File: src/source/i2c_consts.svh
`ifndef I2C_CONSTS_SVH
`define I2C_CONSTS_SVH

// system clocks per SCL bit, kept short for simulation
// must stay a multiple of 4 so the quarter points land on whole cycles
`define I2C_BIT_CLKS 40

// 7-bit EEPROM device address, the direction bit is appended later
`define I2C_DEV_ADDR 7'h50

`define I2C_REG_AW 16 // register address width, sent as two bytes

`endif

File: src/source/i2c_bus_pkg.sv
package i2c_bus_pkg;

	// one bit period of bus activity, as run by the bit engine
	typedef enum logic [2:0] {
		op_start, // SDA falls with SCL high, then SCL falls
		op_restart,
		op_stop,
		op_write_bit,
		op_read_bit // also used to collect the acknowledge
	} bus_op_e;

	// start and restart both leave SCL low for the next bit
	// stop is the only op that ends with SCL high

endpackage

File: src/source/i2c_seq_pkg.sv
package i2c_seq_pkg;

	typedef enum logic [3:0] {
		st_idle,
		st_start,
		st_dev_addr,
		st_addr_hi, // address high byte goes first
		st_addr_lo,
		st_wr_data,
		st_restart,
		st_rd_dev_addr,
		st_rd_data,
		st_stop
	} seq_state_e;

	typedef enum logic {cmd_write, cmd_read} cmd_kind_e;

endpackage
File: src/source/i2c_bit_if.sv
`timescale 1ns/1ps

interface i2c_bit_if;
	import i2c_bus_pkg::*;

	bus_op_e op;
	logic op_valid; // one cycle, only while no op is running
	logic tx_bit;
	logic op_done; // end of the bit period
	logic rx_bit; // SDA as seen at the SCL high midpoint

	modport seq (
		output op, op_valid, tx_bit,
		input op_done, rx_bit
	);

	modport eng (
		input op, op_valid, tx_bit,
		output op_done, rx_bit
	);

endinterface

File: src/source/i2c_cmd_if.sv
`timescale 1ns/1ps
`include "i2c_consts.svh"

interface i2c_cmd_if;
	import i2c_seq_pkg::*;

	logic start;
	cmd_kind_e kind;
	logic [`I2C_REG_AW-1:0] reg_addr;
	logic [7:0] wr_data;

	// finish is a single pulse, nacked and rd_byte are held steady around it
	logic finish;
	logic nacked;
	logic [7:0] rd_byte;

	modport regs (
		output start, kind, reg_addr, wr_data,
		input finish, nacked, rd_byte
	);

	modport seq (
		input start, kind, reg_addr, wr_data,
		output finish, nacked, rd_byte
	);

endinterface

File: src/source/i2c_bit_engine.sv
`timescale 1ns/1ps
`include "i2c_consts.svh"

module i2c_bit_engine (
	input logic clk,
	input logic reset_n,
	i2c_bit_if.eng bus,
	input logic sda_in,
	output logic scl,
	output logic sda_pull
);
	import i2c_bus_pkg::*;

	localparam int unsigned CW = $clog2(`I2C_BIT_CLKS);
	localparam logic [CW-1:0] PH_Q1 = CW'(`I2C_BIT_CLKS / 4);
	localparam logic [CW-1:0] PH_Q2 = CW'(`I2C_BIT_CLKS / 2);
	localparam logic [CW-1:0] PH_Q3 = CW'(3 * `I2C_BIT_CLKS / 4);
	localparam logic [CW-1:0] PH_LAST = CW'(`I2C_BIT_CLKS - 1);

	logic active;
	logic [CW-1:0] cnt;
	bus_op_e op_q;
	logic tx_q;

	assign bus.op_done = active && (cnt == PH_LAST);

	always_ff @(posedge clk or negedge reset_n) begin
		if (!reset_n) begin
			active <= 1'b0;
			cnt <= '0;
		end else if (bus.op_valid) begin
			active <= 1'b1;
			cnt <= '0;
		end else if (active) begin
			cnt <= cnt + 1'b1;
			if (cnt == PH_LAST)
				active <= 1'b0;
		end
	end

	always_ff @(posedge clk) begin
		if (bus.op_valid) begin
			op_q <= bus.op;
			tx_q <= bus.tx_bit;
		end
		if (active && cnt == PH_Q3)
			bus.rx_bit <= sda_in;
	end

	// SDA only moves at a quarter point, so its edges never meet an SCL edge
	always_ff @(posedge clk or negedge reset_n) begin
		if (!reset_n) begin
			scl <= 1'b1;
			sda_pull <= 1'b0;
		end else if (active) begin
			case (op_q)
				op_start: begin
					if (cnt == PH_Q2) sda_pull <= 1'b1; // SDA falls under a high SCL
					if (cnt == PH_Q3) scl <= 1'b0;
				end
				op_restart: begin
					if (cnt == PH_Q1) sda_pull <= 1'b0;
					if (cnt == PH_Q2) scl <= 1'b1;
					if (cnt == PH_Q3) sda_pull <= 1'b1;
					if (cnt == PH_LAST) scl <= 1'b0;
				end
				op_stop: begin
					if (cnt == PH_Q1) sda_pull <= 1'b1;
					if (cnt == PH_Q2) scl <= 1'b1;
					if (cnt == PH_Q3) sda_pull <= 1'b0; // SCL stays high afterwards
				end
				default: begin
					if (cnt == '0) scl <= 1'b0;
					if (cnt == PH_Q1) sda_pull <= (op_q == op_write_bit) && !tx_q;
					if (cnt == PH_Q2) scl <= 1'b1;
					if (cnt == PH_LAST) scl <= 1'b0;
				end
			endcase
		end
	end

endmodule

File: src/source/i2c_byte_sequencer.sv
`timescale 1ns/1ps
`include "i2c_consts.svh"

module i2c_byte_sequencer (
	input logic clk,
	input logic reset_n,
	i2c_cmd_if.seq cmd,
	i2c_bit_if.seq bus
);
	import i2c_bus_pkg::*;
	import i2c_seq_pkg::*;

	seq_state_e state;
	logic in_flight;
	logic [3:0] bit_cnt; // 0 to 7 are data bits, 8 is the acknowledge slot
	logic [7:0] shreg;
	logic [7:0] rd_shift;
	logic nack_flag;

	assign cmd.nacked = nack_flag;
	assign cmd.rd_byte = rd_shift;

	always_comb begin
		bus.tx_bit = (state == st_rd_data) ? 1'b1 : shreg[7]; // master NACK after the read byte
		case (state)
			st_start: bus.op = op_start;
			st_restart: bus.op = op_restart;
			st_stop: bus.op = op_stop;
			st_rd_data: bus.op = bit_cnt[3] ? op_write_bit : op_read_bit;
			default: bus.op = bit_cnt[3] ? op_read_bit : op_write_bit;
		endcase
	end

	always_ff @(posedge clk) begin
		if (state == st_rd_data && in_flight && bus.op_done && !bit_cnt[3])
			rd_shift <= {rd_shift[6:0], bus.rx_bit};
	end

	always_ff @(posedge clk or negedge reset_n) begin
		if (!reset_n) begin
			state <= st_idle;
			in_flight <= 1'b0;
			bit_cnt <= 4'd0;
			nack_flag <= 1'b0;
			bus.op_valid <= 1'b0;
			cmd.finish <= 1'b0;
		end else begin
			bus.op_valid <= 1'b0;
			cmd.finish <= 1'b0;
			if (state == st_idle) begin
				if (cmd.start) begin
					state <= st_start;
					nack_flag <= 1'b0;
				end
			end else if (!in_flight) begin
				bus.op_valid <= 1'b1;
				in_flight <= 1'b1;
			end else if (bus.op_done) begin
				in_flight <= 1'b0;
				case (state)
					st_start: begin
						state <= st_dev_addr;
						shreg <= {`I2C_DEV_ADDR, 1'b0};
						bit_cnt <= 4'd0;
					end
					st_restart: begin
						state <= st_rd_dev_addr;
						shreg <= {`I2C_DEV_ADDR, 1'b1};
						bit_cnt <= 4'd0;
					end
					st_stop: begin
						state <= st_idle;
						cmd.finish <= 1'b1;
					end
					st_rd_data: begin
						if (!bit_cnt[3]) bit_cnt <= bit_cnt + 4'd1;
						else state <= st_stop;
					end
					default: begin
						if (!bit_cnt[3]) begin
							shreg <= {shreg[6:0], 1'b0};
							bit_cnt <= bit_cnt + 4'd1;
						end else if (bus.rx_bit) begin
							nack_flag <= 1'b1; // nobody answered, close the bus
							state <= st_stop;
						end else begin
							bit_cnt <= 4'd0;
							case (state)
								st_dev_addr: begin
									state <= st_addr_hi;
									shreg <= cmd.reg_addr[`I2C_REG_AW-1 -: 8];
								end
								st_addr_hi: begin
									state <= st_addr_lo;
									shreg <= cmd.reg_addr[7:0];
								end
								st_addr_lo: begin
									state <= (cmd.kind == cmd_write) ? st_wr_data : st_restart;
									shreg <= cmd.wr_data;
								end
								st_rd_dev_addr: state <= st_rd_data;
								default: state <= st_stop;
							endcase
						end
					end
				endcase
			end
		end
	end

endmodule

File: src/source/i2c_cmd_regs.sv
`timescale 1ns/1ps
`include "i2c_consts.svh"

module i2c_cmd_regs (
	input logic clk,
	input logic reset_n,
	input logic wr_req,
	input logic rd_req,
	input logic [`I2C_REG_AW-1:0] reg_addr,
	input logic [7:0] wr_data,
	output logic [7:0] rd_data,
	output logic busy,
	output logic done,
	output logic nack,
	i2c_cmd_if.regs cmd
);
	import i2c_seq_pkg::*;

	logic accept;

	assign accept = !busy && (wr_req || rd_req); // strobes while busy are dropped

	// request fields stay put until the next accepted strobe
	always_ff @(posedge clk) begin
		if (accept) begin
			cmd.kind <= wr_req ? cmd_write : cmd_read; // write wins a tie
			cmd.reg_addr <= reg_addr;
			cmd.wr_data <= wr_data;
		end
	end

	always_ff @(posedge clk or negedge reset_n) begin
		if (!reset_n) begin
			busy <= 1'b0;
			done <= 1'b0;
			nack <= 1'b0;
			cmd.start <= 1'b0;
			rd_data <= 8'h00;
		end else begin
			cmd.start <= 1'b0;
			done <= 1'b0;
			nack <= 1'b0;
			if (accept) begin
				busy <= 1'b1;
				cmd.start <= 1'b1;
			end else if (busy && cmd.finish) begin
				busy <= 1'b0;
				done <= 1'b1;
				nack <= cmd.nacked;
				if (cmd.kind == cmd_read && !cmd.nacked)
					rd_data <= cmd.rd_byte; // a failed read keeps the old value
			end
		end
	end

endmodule

File: src/source/i2c_eeprom_master.sv
`timescale 1ns/1ps
`include "i2c_consts.svh"

module i2c_eeprom_master (
	input logic clk,
	input logic reset_n,
	input logic wr_req,
	input logic rd_req,
	input logic [`I2C_REG_AW-1:0] reg_addr,
	input logic [7:0] wr_data,
	input logic sda_in, // already resolved on the board side
	output logic [7:0] rd_data,
	output logic busy,
	output logic done,
	output logic nack,
	output logic scl,
	output logic sda_pull
);

	i2c_cmd_if cmd_ch ();
	i2c_bit_if bit_ch ();

	i2c_cmd_regs u_regs (
		.clk(clk), .reset_n(reset_n),
		.wr_req(wr_req), .rd_req(rd_req), .reg_addr(reg_addr), .wr_data(wr_data),
		.rd_data(rd_data), .busy(busy), .done(done), .nack(nack),
		.cmd(cmd_ch.regs)
	);

	i2c_byte_sequencer u_seq (.clk(clk), .reset_n(reset_n), .cmd(cmd_ch.seq), .bus(bit_ch.seq));

	i2c_bit_engine u_eng (
		.clk(clk), .reset_n(reset_n), .bus(bit_ch.eng),
		.sda_in(sda_in), .scl(scl), .sda_pull(sda_pull)
	);

endmodule

File: config.mk
export PLATFORM = sky130hd
export DESIGN_NAME = i2c_eeprom_master
export DESIGN_NICKNAME = d
export VERILOG_FILES = /design/src/source/i2c_bus_pkg.sv /design/src/source/i2c_seq_pkg.sv /design/src/source/i2c_bit_if.sv /design/src/source/i2c_cmd_if.sv /design/src/source/i2c_bit_engine.sv /design/src/source/i2c_byte_sequencer.sv /design/src/source/i2c_cmd_regs.sv /design/src/source/i2c_eeprom_master.sv
export VERILOG_INCLUDE_DIRS = /design/src /design/src/source
export SDC_FILE = /design/constraint.sdc
export NUM_CORES = 1
export LEC_CHECK = 0
export CAP_MARGIN = 10
export CORE_MARGIN = 2
export CORE_UTILIZATION = 59
export CTS_BUF_LIST = sky130_fd_sc_hd__clkbuf_4
export CTS_CLUSTER_SIZE = 14
export DETAILED_ROUTE_END_ITERATION = 7
export DONT_BUFFER_PORTS = 1
export PLACE_DENSITY = 0.83
export SETUP_SLACK_MARGIN = 0.4
export SLEW_MARGIN = 20
export SYNTH_ARGS = -nofsm -noshare
export SYNTH_HDL_FRONTEND = slang
export SYNTH_HIERARCHICAL = 1
export SYNTH_SLANG_ARGS = --single-unit
File: constraint.sdc
create_clock -name clk -period 2.6 [get_ports clk]
set_clock_uncertainty 0.15 [all_clocks]
set_input_delay 0.13 -clock clk [delete_from_list [all_inputs] [get_ports clk]]
set_output_delay 0.13 -clock clk [all_outputs]
set_load 0.01 [all_outputs]
==> impl_metrics.prom <==
# TYPE chip_impl_metric gauge
chip_impl_info{name="criticalPathCategory",value="register to register"} 1
chip_impl_metric{name="longest_individual_stage_delay_on_the_worst_path",unit="ns"} 0.38
chip_impl_metric{name="cp.arrival",unit="ns"} 2.15
chip_impl_metric{name="final_critical_path_setup_slack",unit="ns"} 0.405
chip_impl_metric{name="layout-area-overhead-vs-synth",unit="%"} 19.3
chip_impl_metric{name="core_region_area",unit="um^2"} 6280
chip_impl_metric{name="dpl.hpwl",unit="mm"} 4.85
chip_impl_metric{name="yosys.cell_types.count",unit=""} 67
chip_impl_metric{name="power_density",unit="nW/um^2"} 813
chip_impl_metric{name="drive_above_1_share",unit="%"} 20.2
chip_impl_info{name="run_status",value="completed"} 1
chip_impl_metric{name="antenna_cells_inserted",unit=""} 0
chip_impl_metric{name="clk_transition_reported_paths",unit="ns"} 0.12
chip_impl_metric{name="tritoncts.num_buffers",unit=""} 9
chip_impl_info{name="min-delay-path-class",value="primary input to async pin"} 1
chip_impl_metric{name="timing.final.max_slew_violations",unit=""} 0
chip_impl_metric{name="ys_ff_latch",unit=""} 79
chip_impl_metric{name="tightest_slew",unit="ns"} 0.476
chip_impl_info{name="root_buffer",value="clkbuf_4"} 1
chip_impl_info{name="tritoncts",value="done"} 1
chip_impl_metric{name="synth.yosys.warnings",unit=""} 6
chip_impl_metric{name="timing.critical_path.fanout_max",unit=""} 8
chip_impl_metric{name="io_buffers",unit=""} 0
chip_impl_metric{name="clkSinkCount",unit=""} 79
chip_impl_metric{name="proportion_of_synthesized_chip_area_in_sequential_cells",unit="%"} 58.4
chip_impl_metric{name="htree_depth",unit=""} 3
chip_impl_metric{name="pleak",unit="nW"} 1.78
chip_impl_metric{name="grt_pass1_wl",unit="mm"} 12.8
chip_impl_metric{name="route.detailed.vias_per_inst",unit=""} 6.14
chip_impl_metric{name="relSlewSlack",unit="%"} 68.3
chip_impl_info{name="rsz0062_at_grt",value="true"} 1
chip_impl_metric{name="critical_path_buf_inv_count",unit=""} 0
chip_impl_metric{name="worst-endpoint-required",unit="ns"} 2.56
chip_impl_metric{name="via_count",unit=""} 2759
chip_impl_metric{name="dieArea",unit="um^2"} 7060
chip_impl_metric{name="grt_use_total",unit="%"} 23.1
chip_impl_info{name="cell_types_with_the_largest_area_share_after_synthesis",value="edfxtp_1 (37%), dfrtp_1 (21%), a21oi_1 (3.6%)"} 1
chip_impl_metric{name="io_pins",unit=""} 42
chip_impl_metric{name="synth_area",unit="um^2"} 3780
chip_impl_info{name="yosys_most_used_dff",value="edfxtp_1"} 1
chip_impl_metric{name="report.final.setup_viol",unit=""} 0
chip_impl_metric{name="die_height",unit="um"} 84.0
chip_impl_metric{name="grt_overflow",unit=""} 0
chip_impl_metric{name="dpl-instance-area",unit="um^2"} 3910
chip_impl_metric{name="fmax",unit="GHz"} 0.456
chip_impl_metric{name="wl_per_cell",unit="um"} 17.4
chip_impl_metric{name="clockBufferDepth",unit=""} 2
chip_impl_metric{name="synth_async_sr_flop_share",unit="%"} 41.8
chip_impl_metric{name="firstDrtPassIters",unit=""} 5
chip_impl_metric{name="net_count_after_synthesis",unit=""} 353
chip_impl_metric{name="drt_iter0_drc",unit=""} 255
chip_impl_metric{name="fp-row-count",unit=""} 29
chip_impl_metric{name="syn_avg_cell_area",unit="um^2"} 11.8
chip_impl_metric{name="maximum_resistive_drop_on_vdd",unit="uV"} 645
chip_impl_metric{name="count_of_max_cap_constraint_violations",unit=""} 0
chip_impl_metric{name="clkLatencyLatePin",unit="ns"} 0.43
chip_impl_metric{name="post_synth_edffs",unit=""} 46
chip_impl_metric{name="start_util",unit="%"} 60.2
chip_impl_metric{name="drtAntennaViolNets",unit=""} 0
chip_impl_metric{name="globalplace.congestion",unit=""} 0.907
chip_impl_metric{name="final_area",unit="um^2"} 4510
chip_impl_metric{name="final.setup.tns",unit="ns"} 0
chip_impl_info{name="synthMostInstantiatedCell",value="edfxtp_1"} 1
chip_impl_info{name="synth_largest_area_cell",value="edfxtp_1"} 1
chip_impl_info{name="critical_path.startpoint_type",value="register"} 1
chip_impl_metric{name="post-route-drc-count",unit=""} 0
chip_impl_metric{name="die_w",unit="um"} 84.0
chip_impl_metric{name="layout.nets",unit=""} 400
chip_impl_info{name="ys_top_cells_by_count",value="edfxtp_1 (46), dfrtp_1 (32), a21oi_1 (27), inv_1 (27), nor2_1 (19)"} 1
chip_impl_metric{name="finalHoldViolCount",unit=""} 0
chip_impl_metric{name="num-fill-cells",unit=""} 425
chip_impl_info{name="cp_top_family",value="simple AND/OR/NAND/NOR gates"} 1
chip_impl_metric{name="vias_in_the_first_global_route",unit=""} 2704
chip_impl_metric{name="timing.final.crit_share",unit="%"} 84.4
chip_impl_metric{name="synth_largest_type_area_fraction",unit="%"} 36.5
chip_impl_metric{name="drt-total-wl",unit="mm"} 7.83
chip_impl_metric{name="number_of_antenna_violations_at_the_first_check_in_global_routing",unit=""} 0
chip_impl_metric{name="period_minus_slack",unit="ns"} 2.20
chip_impl_info{name="cp_slowest_cell",value="dfrtp_1"} 1
chip_impl_info{name="cp-end-kind",value="register"} 1
chip_impl_metric{name="post_synth_inst_count",unit=""} 320
chip_impl_metric{name="largest_net_degree_at_the_start_of_global_routing",unit=""} 33
chip_impl_info{name="crit_path_cell_trace",value="ha_2 > nor2b_4 > and3_4 > and2_4 > nand2_4 > nor2_4 > nand3b_1 > a21oi_4"} 1
chip_impl_metric{name="detailedPlace.worstSlack",unit="ns"} 0.152
-- report_power, final --
part           total (mW)  switching, mW  internal, mW  leakage (nW)
Combinational        1.20          0.655         0.546         0.848
Clock               0.827          0.433         0.394        0.0910
Sequential           1.64          0.187          1.45         0.839
Total                3.67           1.28          2.39          1.78
-- timing repair --
action                                  CTS  global route
hold endpoints to repair                 69             0
resized for setup                         9             6
hold buffers                             30             0
gates cloned                              0             0
setup buffers                             2             7
pin swaps                                 0             6
endpoints found under the setup margin   21            19
-- metrics by stage --
stage	std cells	power, mW	utilization, %	hold slack (ns)
CTS	442	3.59	70.7	0.0557
global placement	394	2.61	62.3	-0.315
floorplan	320	2.43	-	-0.316
global route	449	3.88	71.8	0.0758
detailed placement	394	2.66	62.3	-0.315
finish	449	3.67	71.8	0.0839
-- final cells by class --
| type | count | area, um^2 | area share, % |
|---|---|---|---|
| Tap cell | 77 | 96.3 | 2.14 |
| Timing Repair Buffer | 54 | 500 | 11.1 |
| Inverter | 30 | 113 | 2.50 |
| Sequential cell | 79 | 2210 | 49.1 |
| Multi-Input combinational cell | 193 | 1430 | 31.6 |
| Clock buffer | 9 | 67.6 | 1.50 |
| Clock inverter | 7 | 95.1 | 2.11 |
-- layer usage --
metal | part of all wire [%] | wire length [um] | vias up | track usage, %
met5 | 0 | 0 | - | 0
met1 | 42 | 3300 | 1332 | 29.1
met3 | 5.9 | 461 | 22 | 7.32
li1 | - | - | 1308 | -
met4 | 2.4 | 190 | 0 | 9.24
met2 | 50 | 3880 | 97 | 36.9
-- state kept, by name (all words and copies together), names as in the netlist, 3 cells and up --
signal and flops:
u_regs/rd_data 8, u_seq/shreg 8, u_regs/cmd.wr_data 8, u_seq/bit_cnt 4, u_eng/cnt 6, u_regs/cmd.reg_addr 16, u_seq/cmd.rd_byte 8, u_eng/op_q 3
u_seq/state 4
-- tightest hold or removal path, stage by stage --
cell           delay (ns)
dlygate4sd3_1        0.59
buf_12               0.13
buf_12               0.19
-- path summary, 6_finish.rpt --
| check | from | end | slack, ns | cells after the start |
|---|---|---|---|---|
| min in group clk | wr_data[0] | u_regs/cmd.wr_data[0]$_DFFE_PP_ | 0.16 | 1 |
| max | u_eng/cnt[1]$_DFFE_PN0P_ | u_seq/shreg[4]$_DFFE_PP_ | 0.40 | 8 |
| max reg2reg | u_eng/cnt[1]$_DFFE_PN0P_ | u_seq/shreg[4]$_DFFE_PP_ | 0.40 | 8 |
| min | reset_n | u_eng/cnt[5]$_DFFE_PN0P_ | 0.08 | 3 |
| max in group asynchronous | reset_n | u_seq/state[1]$_DFFE_PN0P_ | 2.03 | 3 |
| min reg2reg | u_seq/cmd.rd_byte[5]$_DFFE_PP_ | u_seq/cmd.rd_byte[6]$_DFFE_PP_ | 0.32 | 0 |
-- kinds of logic (layout without fill, tap and decap cells) --
| kind of cell | Yosys count | after routing | share of synthesized area, % |
|---|---|---|---|
| AOI/OAI and AO/OA | 95 | 95 | 17.0 |
| DFF | 79 | 79 | 58.4 |
| and+or+nand+nor | 73 | 73 | 12.0 |
| buffers and inverters | 48 | 100 | 5.40 |
| muxes | 16 | 16 | 4.63 |
| xor gates and xnor gates | 5 | 5 | 1.16 |
| adders and majority gates | 4 | 4 | 1.32 |
-- layout by cell type, fill, tap and decap left out, types with 3 or more instances in the layout --
cell type      count
inv_1             27
dfrtp_1           29
nor2b_1            4
edfxtp_1          46
xor2_1             3
nand4_1            4
o21ai_1            4
dlygate4sd3_1     28
a222oi_1           6
a21oi_1           26
o221ai_1           4
nor2_1            17
nand2_1            7
mux2i_1            7
o21ai_0           16
o31ai_1            7
nand3_1            3
or3b_1             3
nor3b_1            4
inv_2              3
mux2_2             8
clkbuf_4           9
o211ai_1           3
ha_1               3
nor3_1             3
buf_4             24
nand3b_1           3
dfrtp_2            3
o311ai_1           4
Power figures use the tool's default switching activity.
